[src/logic/axi_defs.svh]
`ifndef AXI_DEFS_SVH
`define AXI_DEFS_SVH

// Bus widths
`define AXI_ADDR_W 32
`define AXI_DATA_W 32
`define AXI_STRB_W 4
`define AXI_RESP_W 2

// Address map of the non-SRAM targets
`define UART_TX_ADDR        32'ha00003f8
`define CLINT_CMP_LO_ADDR   32'h00002130
`define CLINT_CMP_HI_ADDR   32'h00002134
`define CLINT_MTIME_LO_ADDR 32'ha0000048

// SRAM words indexed by address bits 9:2
`define SRAM_WORDS 256

`endif

[src/logic/axi_pkg.sv]
`include "axi_defs.svh"

package axi_pkg;

    typedef struct packed {
        logic [`AXI_ADDR_W-1:0] addr;
    } axi_ar_t;

    typedef struct packed {
        logic [`AXI_ADDR_W-1:0] addr;
    } axi_aw_t;

    typedef struct packed {
        logic [`AXI_DATA_W-1:0] data;
        logic [`AXI_STRB_W-1:0] strb;
    } axi_w_t;

    typedef struct packed {
        logic [`AXI_DATA_W-1:0] data;
        logic [`AXI_RESP_W-1:0] resp;
    } axi_r_t;

    typedef struct packed {
        logic [`AXI_RESP_W-1:0] resp;
    } axi_b_t;

    // Master to slave
    typedef struct packed {
        axi_ar_t ar;
        logic    arvalid;
        logic    rready;
        axi_aw_t aw;
        logic    awvalid;
        axi_w_t  w;
        logic    wvalid;
        logic    bready;
    } axi_req_t;

    // Slave to master
    typedef struct packed {
        logic    arready;
        axi_r_t  r;
        logic    rvalid;
        logic    awready;
        logic    wready;
        axi_b_t  b;
        logic    bvalid;
    } axi_rsp_t;

    typedef enum logic [1:0] {
        SEL_SRAM,
        SEL_UART,
        SEL_CLINT
    } tgt_sel_e;

    localparam logic [`AXI_RESP_W-1:0] AXI_RESP_OKAY = 2'b00;

endpackage

[src/logic/axi_arbiter.sv]
`include "axi_defs.svh"

module axi_arbiter
    import axi_pkg::*;
(
    input  logic     clk,
    input  logic     reset,

    input  axi_req_t m0_req,
    output axi_rsp_t m0_rsp,
    input  axi_req_t m1_req,
    output axi_rsp_t m1_rsp,

    output axi_req_t bus_req,
    input  axi_rsp_t bus_rsp
);

    typedef enum logic {
        ARB_IDLE,
        ARB_BUSY
    } arb_state_e;

    arb_state_e state_q;
    logic       owner_q;
    logic       m0_any;
    logic       m1_any;
    logic       sel_m1;
    logic       active;
    logic       rsp_done;

    assign m0_any = m0_req.arvalid | m0_req.awvalid;
    assign m1_any = m1_req.arvalid | m1_req.awvalid;

    // m1 wins at idle, afterwards the registered owner holds
    assign sel_m1 = (state_q == ARB_BUSY) ? owner_q : m1_any;
    assign active = (state_q == ARB_BUSY) | m0_any | m1_any;

    always_comb begin
        bus_req = '0;
        m0_rsp  = '0;
        m1_rsp  = '0;
        if (active) begin
            if (sel_m1) begin
                bus_req = m1_req;
                m1_rsp  = bus_rsp;
            end else begin
                bus_req = m0_req;
                m0_rsp  = bus_rsp;
            end
        end
    end

    // Transaction ends on the owner's R or B handshake
    assign rsp_done = (bus_rsp.rvalid & bus_req.rready) |
                      (bus_rsp.bvalid & bus_req.bready);

    always_ff @(posedge clk) begin
        if (reset) begin
            state_q <= ARB_IDLE;
            owner_q <= 1'b0;
        end else begin
            case (state_q)
                ARB_IDLE: begin
                    if (m0_any | m1_any) begin
                        state_q <= ARB_BUSY;
                        owner_q <= m1_any;
                    end
                end
                ARB_BUSY: begin
                    if (rsp_done) begin
                        state_q <= ARB_IDLE;
                    end
                end
                default: begin
                    state_q <= ARB_IDLE;
                end
            endcase
        end
    end

endmodule

[config.mk]
export PLATFORM = sky130hd
export DESIGN_NAME = axi_arbiter
export DESIGN_NICKNAME = d
export VERILOG_FILES = /design/src/logic/axi_pkg.sv /design/src/logic/axi_arbiter.sv
export VERILOG_INCLUDE_DIRS = /design/src /design/src/logic
export SDC_FILE = /design/constraint.sdc
export NUM_CORES = 1
export LEC_CHECK = 0
export BUFFER_PORTS_ARGS = -buffer_cell sky130_fd_sc_hd__buf_2
export CAP_MARGIN = 20
export CORE_AREA = 4 4 170 172
export CTS_CLUSTER_DIAMETER = 50
export DETAILED_ROUTE_END_ITERATION = 10
export DIE_AREA = 0 0 174 176
export GPL_TIMING_DRIVEN = 0
export SYNTH_ARGS = -nofsm -noshare
export SYNTH_HDL_FRONTEND = slang
export SYNTH_SLANG_ARGS = --single-unit
[constraint.sdc]
create_clock -name clk -period 2.3 [get_ports clk]
set_input_delay 0.115 -clock clk [delete_from_list [all_inputs] [get_ports clk]]
set_output_delay 0.115 -clock clk [all_outputs]
set_load 0.1 [all_outputs]
==> results of run 1 <==
power by group through the flow:
stage                     clock (mW)  combinational [mW]  sequential, mW
final                          0.262                4.97          0.0417
after global routing           0.270                5.10          0.0420
after CTS                      0.267                4.67          0.0452
after detailed placement           0                4.19          0.0392
after global placement             0                4.18          0.0392
after floorplan                    0                3.43          0.0392
cells by family (layout without fill, tap and decap cells):
family,Yosys count,count (layout)
and+or+nand+nor,90,90
DFF,2,2
buffers and inverters,39,486
AOI/OAI and AO/OA,115,115
muxes,2,2
flip-flops by register name, indices dropped and copies added (netlist names):
name,count
owner_q,1
state_q,1
layer usage:
layer  up-vias  track usage  share of wire
met1      1863        0.122           0.37
met4         2       0.0280          0.021
met3        23       0.0244          0.082
li1       1876            -              -
met2       285        0.204           0.53
met5         -            0        0.00068
layout make-up:
type,instances,area [sq um]
inverter,2,7.51
fill,2998,21500
sequential,2,43.8
buffer,36,279
multi-input combinational,207,1680
tap,346,433
clock buffer,3,75.1
timing repair buffer,445,3490
stage by stage:
| stage | setup TNS [ps] | worst slack [ps] | cell area [sq um] | power [mW] |
|---|---|---|---|---|
| after floorplan | -726 | -363 | 1880 | 3.47 |
| after global placement | -84640 | -1110 | 4510 | 4.22 |
| after detailed placement | -82800 | -1070 | 4510 | 4.23 |
| after CTS | 0 | 0.374 | 5460 | 4.99 |
| after global routing | 0 | 15.3 | 6000 | 5.41 |
| final | 0 | 48.2 | 6000 | 5.27 |
placed cells by master, fill, tap and decap left out, drive strengths merged:
| cell | instances |
|---|---|
| o21ai | 4 |
| nand2b | 1 |
| nor2b | 1 |
| nor2 | 2 |
| o21bai | 1 |
| a22o | 103 |
| buf | 457 |
| inv | 2 |
| nand2 | 2 |
| o22ai | 1 |
| clkbuf | 27 |
| a211oi | 1 |
| a21oi | 3 |
| dfxtp | 2 |
| nor3 | 1 |
| a22oi | 2 |
| mux2i | 2 |
| or3 | 1 |
| and3 | 41 |
| and2 | 41 |
repair_timing:
item	4_1_cts	5_1_grt
buffers inserted	3	2
resized for setup	273	132
hold buffers	0	0
setup endpoints to repair	176	122
pin swaps	2	0
gates cloned	1	0
path summary, 6_finish.rpt:
kind,to,depth (start not counted),startpoint,slack [ps]
setup reg to reg,state_q,4,owner_q,780
setup / recovery,bus_req[3],7,state_q,50
hold / removal,state_q,2,reset,60
hold reg to reg,owner_q,2,state_q,580
==> impl.org, run 1 <==
** Critical path
- Cell with the largest stage delay on the worst path :: or3_1
- For the worst setup path, the data required time is 2180 ps.
- The worst setup path is of the flop to output pin kind.
- Worst endpoint data arrival time :: 2140 ps
- The number of buffers and inverters on the critical path is 4.
- The largest single stage delay on the critical path is 380 ps.
- Crit-path max FO :: 10
- Traced cell by cell, the critical path runs through or3_1 -> buf_6 -> o21ai_4 -> buf_12 -> clkbuf_4 -> a22o_1 -> buf_8.
- Nature of the critical path endpoint :: output pin
- Broken down by cell family, the worst path's largest delay share belongs to buffers and inverters.
- The worst setup path is launched from a flop.

** Clock network
- Source-to-sink clock delay at the later pin of the worst-skew pair :: 220 ps
- CTS tree :: yes
- The tree is rooted in a clkbuf_16.
- After clock tree synthesis, the clock-pin slew on the worst setup and hold paths is 30 ps.
- The number of clock buffers added by TritonCTS is 3.
- In this run the number of H-tree levels came out at 1.
- Max Buffers Root-to-Sink :: 2
- Clock Sink Count :: 2

** Yosys
- Netlist cell types :: 22
- The share of synthesized area in the top cell type comes to 0.500.
- Post-synthesis compound-gate area fraction :: 0.546
- Adder and majority cell fraction of the synthesized area :: 0
- Largest cells by area after synthesis :: a22o_1, and2_1, and3_1, clkbuf_1, buf_6
- The Yosys step of the flow raised 0 warnings.
- The most common cell in the synthesized netlist is a22o_1.
- Synthesis produced a netlist whose cell count is 248.
- EDFF count, synth :: 0
- In the synthesized netlist, the cells that appear most often are a22o_1, and2_1, and3_1, clkbuf_1.
- Post-synthesis mux area share :: 0.0111
- Post-synth top flop :: dfxtp_1
- Syn_nets :: 501
- Post-Synth XOR/XNOR Area :: 0
- Basic-gate share of the synthesized area counting and, or, nand and nor cells :: 0.306
- Sequential share of the synthesized area :: 0.0222
- Asr flop ratio synth :: 0
- By area, the combinational part of the netlist is dominated by compound AO/OA/AOI/OAI gates.
- Syn Std Cell Area :: 1800 sq um
- Each instance of the synthesized netlist takes up on average 7.28 sq um.
- Post-synth top area cell :: a22o_1
- The synthesized design contains 2 register bits.

** Global route
- For this run the aggregate overflow at the end of global routing stands at 0.
- Wire length of the first global-routing pass :: 25.3 mm
- Total global routing track utilization :: 0.108
- The via count of the first global-routing pass came to 4147.
- Maximum number of pins on one net before global-route repair :: 11
- Number of antenna violations at the first check in global routing :: 3

** Floorplan
- The floorplan step defined a die boundary enclosing 30600 sq um.
- I/O Pins :: 440
- From left edge to right edge, the die measures 174 um.
- Y dimension of the die :: 176 um
- The core region is 27500 sq um.
- Starting density of the core :: 0.0657
- After floorplanning, the core was divided into 61 placement rows.

** Drt
- Number of nets with antenna violations after routing :: 0
- For this run, design rule violations remaining after detail routing come to 0.
- Drt first-iter violations :: 154
- Count of vias placed by the detailed router :: 4049
- Wires add up to 19.1 mm.
- First-pass DRT Iterations :: 4
- Via density per instance :: 3.89
- After detailed routing, the average wire length per cell comes to 18.3 um.

** Pwr
- The share of total power dissipated in sequential elements is 0.008.
- The share of total power dissipated in the clock network is 0.050.
- Net Switching :: 3.63 mW
- Cell internal power was estimated by the tool at 1.64 mW.
- Dividing total power by cell area gives a power density of 878 nW/um^2.
- Of the total power, combinational logic draws 0.942.
- VDD sags by at most 343 uV.
- Of the total power, the share spent switching nets is 0.689.
- Reported leakage power :: 3.23 nW

** Final layout
- Utilization after layout :: 0.219
- 0 antenna diodes ended up in the layout.
- In the final layout, the share of cells above drive strength 1 is 0.776.
- Relative to the synthesized area, the layout overhead comes to 233%.
- # nets final :: 950
- Count of non-filler cells in the finished layout :: 1041

** Timing
- Setup repair after global routing missed its margin :: no
- The clock period could shrink to 2250 ps.
- At the pin with the least slew margin, the transition time is 525 ps.
- Number of hold violations in the final report :: 0
- Final worst path period share :: 0.979
- F_max :: 444 MHz
- Setup violations remaining at the end of the flow were counted as 0.
- Worst hold slack :: 63.8 ps
- Worst Clk Skew :: 1.64 ps
- In this run the tightest slew margin relative to its limit is 0.653.
- Number of pins with negative max-slew slack in the final report :: 0

** Outcome
- The run finished with clean final reports.

** Placement
- At the end of routability-driven placement, the weighted congestion stood at 0.850.
- Summed over all nets, the half-perimeter wirelength after detailed placement is 15.5 mm.
- The number of placed instances, taps included, is 1033.
- Buffers placed on the I/O ports in this run total 439.

** Flow run
- The tool flagged a number of max-cap violations equal to 0.

** Hold path
- The path class of the tightest hold or removal check is primary input to flop.
(Power assumes the default switching activity.)
==> inputs of run 2 (changes only) <==
--- a/config.mk
+++ b/config.mk
@@ -8,11 +8,12 @@
 export LEC_CHECK = 0
 export BUFFER_PORTS_ARGS = -buffer_cell sky130_fd_sc_hd__buf_2
 export CAP_MARGIN = 20
-export CORE_AREA = 4 4 170 172
+export CORE_AREA = 5 5 166 168
 export CTS_CLUSTER_DIAMETER = 50
 export DETAILED_ROUTE_END_ITERATION = 10
-export DIE_AREA = 0 0 174 176
+export DIE_AREA = 0 0 171 173
 export GPL_TIMING_DRIVEN = 0
+export PLACE_DENSITY_LB_ADDON = 0.08
 export SYNTH_ARGS = -nofsm -noshare
 export SYNTH_HDL_FRONTEND = slang
 export SYNTH_SLANG_ARGS = --single-unit
==> impl.org, run 2 (synthesis gave the netlist of run 1 again) <==
** Final layout
- From synthesis to final layout, the design area changed by 218%.
- Commonest non-fill, non-tap cells in the layout :: buf_2, buf_6, a22o_2, a22o_1, and3_1
- Most common cell after layout, fill and taps aside :: buf_2
- The number of antenna repair diodes is 0 (unchanged).
- # nets final :: 946 (-0.42%)
- Ratio of cells with drive above 1 in the final layout :: 0.777 (+0.00160)
- The final-layout fill cell count is 2913 (-2.8%).
- The largest registers in the layout are owner_q x1, state_q x1.
- Post-route design area :: 5730 sq um (-4.5%)
- Area taken by multi-input logic gates :: 1650 sq um (-1.4%)
- Register Area :: 43.8 sq um (unchanged)

** Timing
- The worst setup slack after layout was 112 ps (+64.2 ps).
- The final critical delay including setup and external delays came to 2190 ps (-64.2 ps).
- The transition at the pin with the smallest max-transition slack is 512 ps (-12.6 ps).
- Worst hold slack :: 69.3 ps (+5.55 ps)
- The final-report setup violation count is 0 (unchanged).
- Worst Clk Skew :: 1.04 ps (-0.601 ps)
- F_max :: 457 MHz (+2.9%)
- Number of hold violations in the final report :: 0 (unchanged)
- The relative slew slack is 0.661 (+0.00834).
- Setup repair after global routing could not meet its margin everywhere.
- The total count of max-transition violations in the final report came to 0 (unchanged).
- Final worst path period share :: 0.951 (-0.0279)

** Clock network
- Cell at the root of the clock tree :: clkbuf_16
- Clock transition at the registers of the reported paths :: 30 ps (about the same)
- Hold buffer count at cts :: 0 (unchanged)
- CTS tree :: yes
- The number of buffers created by CTS is 3 (unchanged).
- Clock Sink Count :: 2 (unchanged)
- The maximum number of buffers from clock root to sink was 2 (unchanged).
- The clock latency reported for the late side of the worst-skew pair was 220 ps (about the same).
- H-Tree Depth :: 1 (unchanged)

** Floorplan
- Die area :: 29600 sq um (-3.4%)
- Y dimension of the die :: 173 um (-1.7%)
- The number of core rows came to 59 (-3.3%).
- The number of placed I/O pins was 440 (unchanged).
- Starting density of the core :: 0.0700 (+0.00437)
- The die boundary width was 171 um (-1.7%).
- Core Footprint :: 25800 sq um (-6.2%)

** Global route
- The met3 layer usage reported by global route came to 0.0267 (+0.00230).
- Via count of the first global-routing pass :: 4117 (-0.72%)
- The overall fraction of global-route tracks in use came to 0.102 (-0.00560).
- Global routing met2 resource utilization :: 0.211 (+0.00712)
- The global routing stage identified its most utilized layer as met2.
- Final global-route overflow total :: 0 (unchanged)
- The initial antenna violation count was 0 (-3).
- The met1 track demand over resource in global routing came to 0.104 (-0.0175).
- Wire length of the first global-routing pass :: 24.2 mm (-4.2%)
- Maximum number of pins on one net before global-route repair :: 11 (unchanged)

** Hold path
- Class of the worst hold path :: primary input to flop

** Drt
- The starting DRC count in detailed routing was 98 (-36%).
- The count of unresolved DRC violations after routing came to 0 (unchanged).
- First-pass DRT Iterations :: 4 (unchanged)
- The routed wire length came to 17.2 mm (-9.9%).
- Number of nets with antenna violations after routing :: 0 (unchanged)
- Count of vias placed by the detailed router :: 3828 (-5.5%)
- The routed length per placed instance came to 16.8 um (-8.5%).
- The via density per instance is 3.73 (-4.1%).

** Critical path
- Type of element launching the critical path :: flop
- Launch point of the worst reg-to-reg path :: owner_q
- Critical path endpoint :: bus_req[9]
- The top fanout value on the critical path was 10 (unchanged).
- Setup CP Type :: flop to output pin
- Worst reg2reg path endpoint :: state_q
- The cell depth of the worst flop-to-flop path was 4 (unchanged).
- CP Launch Point :: state_q
- The endpoint required time on the critical path was 2180 ps (about the same).
- The signal arrival time at the worst endpoint is 2070 ps (-70 ps).
- The slack of the worst reg-to-reg path came to 1150 ps (+370 ps).
- STA classifies the critical path endpoint as an output pin.

** Pwr
- Reported leakage power :: 3.11 nW (-3.7%)
- The areal power density over the cells was 882 nW/um^2 (+0.47%).
- Worst IR Drop VDD :: 314 uV (-8.5%)

** Outcome
- Outcome :: finished, final reports clean

** Placement
- The post-place setup slack is -663 ps (+409 ps).
- The weighted congestion reported at the end of routability-driven placement came to 0.714 (-16%).
- The cell area after placement is 4500 sq um (-0.31%).
- The number of I/O port buffers was 439 (unchanged).
- The detailed placer's ending HPWL was 15.0 mm (-3.2%).

** Flow run
- Reported max-cap violation count :: 0 (unchanged)
==> run 2: changes by cell type in the layout (fill, tap and decap cells not counted), sizes merged <==
cell and delta:
buf -31, clkbuf +27
==> run 2: worst min-delay path by stage <==
stage,slack (ps),endpoint,startpoint,cells past startpoint
3_5_place_dp,300,owner_q,reset,2
2_1_floorplan,180,owner_q,reset,1
4_1_cts,70,state_q,reset,2
5_1_grt,80,state_q,reset,2
3_3_place_gp,310,state_q,reset,2
6_report,70,state_q,reset,2
==> run 2: repair_timing <==
item | in CTS | in global routing
endpoints found under the setup margin | 144 | 140
gates resized for setup | 306 | 71
buffers inserted | 2 | 0
pin swaps | 1 | 0
endpoints found under the hold margin | 0 | 0
==> run 2: metal layers <==
| metal | vias up | part of all wire |
|---|---|---|
| met5 | - | 0 |
| met1 | 1723 | 0.33 |
| li1 | 1864 | - |
| met4 | 0 | 0.0046 |
| met3 | 6 | 0.11 |
| met2 | 235 | 0.56 |
==> run 2: report_power, final <==
group	switching [mW]	internal [mW]	total, mW
registers	0.00553	0.0386	0.0441
clock network	0.0383	0.221	0.259
logic	3.50	1.25	4.76
==> run 2: per-stage QoR <==
step | total power [mW] | instances | TNS (ps) | utilization
final | 5.06 | 1026 | 0 | 0.223
after global routing | 5.22 | 1026 | 0 | 0.223
after CTS | 5.02 | 1026 | 0 | 0.214
after detailed placement | 4.23 | 1022 | -57430 | 0.174
after global placement | 4.25 | 1022 | -58670 | 0.174
after floorplan | 3.47 | 248 | -726 | -
==> run 2: area by class of cell <==
cell class,count,share of cell area
Timing Repair Buffer,441,0.574
Multi-Input combinational cell,207,0.288
Tap cell,335,0.0731
Buffer,36,0.0430
Clock buffer,3,0.0131
Sequential cell,2,0.00764
Inverter,2,0.00131
==> run 2: critical path, stage by stage (launching register included) <==
cell	delay, ps
dfxtp_4	370
or3_1	370
buf_4	170
o21ai_4	140
buf_4	170
buf_4	190
a22o_1	140
buf_4	280
==> inputs of run 3 (changes only) <==
--- a/config.mk
+++ b/config.mk
@@ -13,7 +13,7 @@
 export DETAILED_ROUTE_END_ITERATION = 10
 export DIE_AREA = 0 0 171 173
 export GPL_TIMING_DRIVEN = 0
-export PLACE_DENSITY_LB_ADDON = 0.08
+export PLACE_DENSITY = 0.4
 export SYNTH_ARGS = -nofsm -noshare
 export SYNTH_HDL_FRONTEND = slang
 export SYNTH_SLANG_ARGS = --single-unit
==> impl.org, run 3 (synthesis gave the netlist of run 1 again) <==
** Drt
- The routed length per placed instance is 17.5 um (+4.7%).
- The via density per instance came to 3.82 (+2.4%).
- The routed wire length is 18.1 mm (+5.0%).
- First-pass DRT Iterations :: 4 (unchanged)
- The antenna violation net count after detailed routing came to 0 (unchanged).
- The count of unresolved DRC violations after routing was 0 (unchanged).
- The starting DRC count in detailed routing was 139 (+42%).
- Count of vias placed by the detailed router :: 3932 (+2.7%)

** Clock network
- The clock latency reported for the late side of the worst-skew pair came to 220 ps (about the same).
- The number of buffers created by CTS came to 3 (unchanged).
- Hold buffer count at cts :: 0 (unchanged)
- TritonCTS built the clock tree.
- The number of levels in the clock H-tree came to 1 (unchanged).
- In this run the clock root is driven by a clkbuf_16.
- Max Buffers Root-to-Sink :: 2 (unchanged)
- Clock transition at the registers of the reported paths :: 30 ps (about the same)
- Clock Sink Count :: 2 (unchanged)

** Global route
- The largest net degree at the start of global routing is 11 (unchanged).
- Number of antenna violations at the first check in global routing :: 3 (+3)
- Final global-route overflow total :: 0 (unchanged)
- The overall fraction of global-route tracks in use came to 0.102 (-0.000332).
- The first-pass GRT wire length was 23.5 mm (-3.0%).
- The via count of the first global-routing pass was 3966 (-3.7%).

** Timing
- Worst Slack Setup Final :: 53.3 ps (-59.1 ps)
- Minimum clock period :: 2250 ps (+59.1 ps)
- The total count of hold-check failures in the final report was 0 (unchanged).
- Worst Clk Skew :: 1.41 ps (+0.364 ps)
- The final clock period utilization by the worst path came to 0.977 (+0.0257).
- Setup repair after global routing could not meet its margin everywhere.
- The relative slew slack was 0.654 (-0.00713).
- Number of pins with negative max-slew slack in the final report :: 0 (unchanged)
- Aggregate negative setup slack :: 0 ps (unchanged)
- The transition at the pin with the smallest max-transition slack was 523 ps (+10.8 ps).
- Setup violators final :: 0 (unchanged)
- F_max :: 445 MHz (-2.6%)

** Final layout
- Ratio of cells with drive above 1 in the final layout :: 0.780 (+0.00321)
- The number of nets at the end of the flow is 947 (+0.11%).
- Compared with the post-synthesis result, the final layout area differs by 243%.
- Most common cell after layout, fill and taps aside :: buf_2
- Fillers :: 2771 (-4.9%)
- In the final layout, the registers with the most flip-flops are owner_q x1, state_q x1.
- Leaving out fill and tap cells, the most frequent cells in the layout are buf_2, buf_6, buf_12, a22o_2, a22o_1.
- The final instance area came to 6180 sq um (+7.9%).
- Count of non-filler cells in the finished layout :: 1029 (+0.29%)

** Hold path
- The worst hold path belongs to the class primary input to flop.

** Pwr
- The overall power came to 5.35 mW (+5.8%).
- The areal power density over the cells was 865 nW/um^2 (-1.9%).
- Reported leakage power :: 3.28 nW (+5.3%)
- The peak supply drop was 411 uV (+31%).

** Placement
- The detailed placer's ending HPWL was 14.7 mm (-2.1%).
- The cell area after placement was 4500 sq um (unchanged).
- The post-place setup slack came to -842 ps (-179 ps).
- The number of I/O port buffers is 439 (unchanged).
- The cell count after placement came to 1022 (unchanged).
- Global placer's final weighted congestion :: 0.829 (+16%)

** Critical path
- Crit-path max FO :: 10 (unchanged)
- Nature of the critical path endpoint :: output pin
- The critical path goes through or3_1 -> buf_6 -> o21ai_4 -> buf_6 -> buf_2 -> a22o_1 -> buf_8.
- Data required time of the critical path :: 2180 ps (about the same)
- By startpoint and endpoint, the worst setup path is classified as flop to output pin.
- By instance count, the cell type seen most on the critical path is buf_6.
- Type of element launching the critical path :: flop
- The largest stage delay on the critical path was 390 ps (+20 ps).
- Cell with the largest stage delay on the worst path :: or3_1
- Worst endpoint data arrival time :: 2130 ps (+60 ps)

** Floorplan
- Die area :: 29600 sq um (unchanged)
- The number of core rows was 59 (unchanged).
- Starting density of the core :: 0.0700 (unchanged)
- Core Footprint :: 25800 sq um (unchanged)
- Y dimension of the die :: 173 um (unchanged)
- The die boundary width was 171 um (unchanged).
- The number of placed I/O pins is 440 (unchanged).

** Flow run
- The count of max-cap constraint violations came to 0 (unchanged).

** Outcome
- Outcome :: finished, final reports clean
run 3: cell types whose count changed in the layout (fill, tap and decap cells not counted), moves of 2 or more:
cell      change
buf_2        +18
buf_8         -9
a22o_4        +6
buf_12       +44
clkbuf_4     -17
a22o_2        -5
buf_6        -13
diode_2       +2
clkbuf_2      -2
buf_4        -21
run 3: where the power goes:
group          internal, mW  total [mW]  leakage [nW]  switching [mW]
sequential           0.0386      0.0440        0.0172         0.00543
clock                 0.221       0.258        0.0370          0.0372
combinational          1.46        5.05          3.23            3.59
total                  1.72        5.35          3.28            3.64
run 3: repair_timing:
action | in CTS | in global routing
endpoints found under the setup margin | 155 | 148
setup buffers | 3 | 0
gates resized for setup | 277 | 192
pin swaps | 1 | 0
run 3: path summary, 6_finish.rpt:
check                           slack (ps)     from          end  cells past startpoint
worst max-delay path                    50  state_q  bus_req[37]                      7
worst min-delay path                    80    reset      state_q                      2
worst max register to register         880  owner_q      state_q                      4
worst min register to register         630  state_q      owner_q                      2
run 3: stage by stage:
stage | util | hold slack (ps)
global route | 0.240 | 86.7
floorplan | - | 184
global placement | 0.174 | 303
CTS | 0.211 | 74.8
detailed placement | 0.174 | 307
finish | 0.240 | 76.8
run 3: area by class of cell:
type	instances	area, sq um	share of cell area
Sequential cell	2	43.8	0.00708
Multi-Input combinational cell	207	1700	0.275
Clock buffer	3	75.1	0.0121
Buffer	36	280	0.0453
Tap cell	335	419	0.0678
Timing Repair Buffer	442	3650	0.591
Antenna cell	2	5.00	0.000809
Inverter	2	7.51	0.00121
run 3: critical path: cells and delay by family (launching register included):
kind	cells	cell delay, ps
and+or+nand+nor	1	390
DFF	1	370
AOI/OAI and AO/OA	2	410
buffers and inverters	4	730
run 3: layer usage:
metal / vias to the layer above / global-route usage / part of all wire
li1: 1878 / - / -
met1: 1780 / 0.113 / 0.36
met2: 256 / 0.197 / 0.52
met3: 16 / 0.0269 / 0.11
met4: 2 / 0.0122 / 0.012
met5: - / 0 / 0.0011
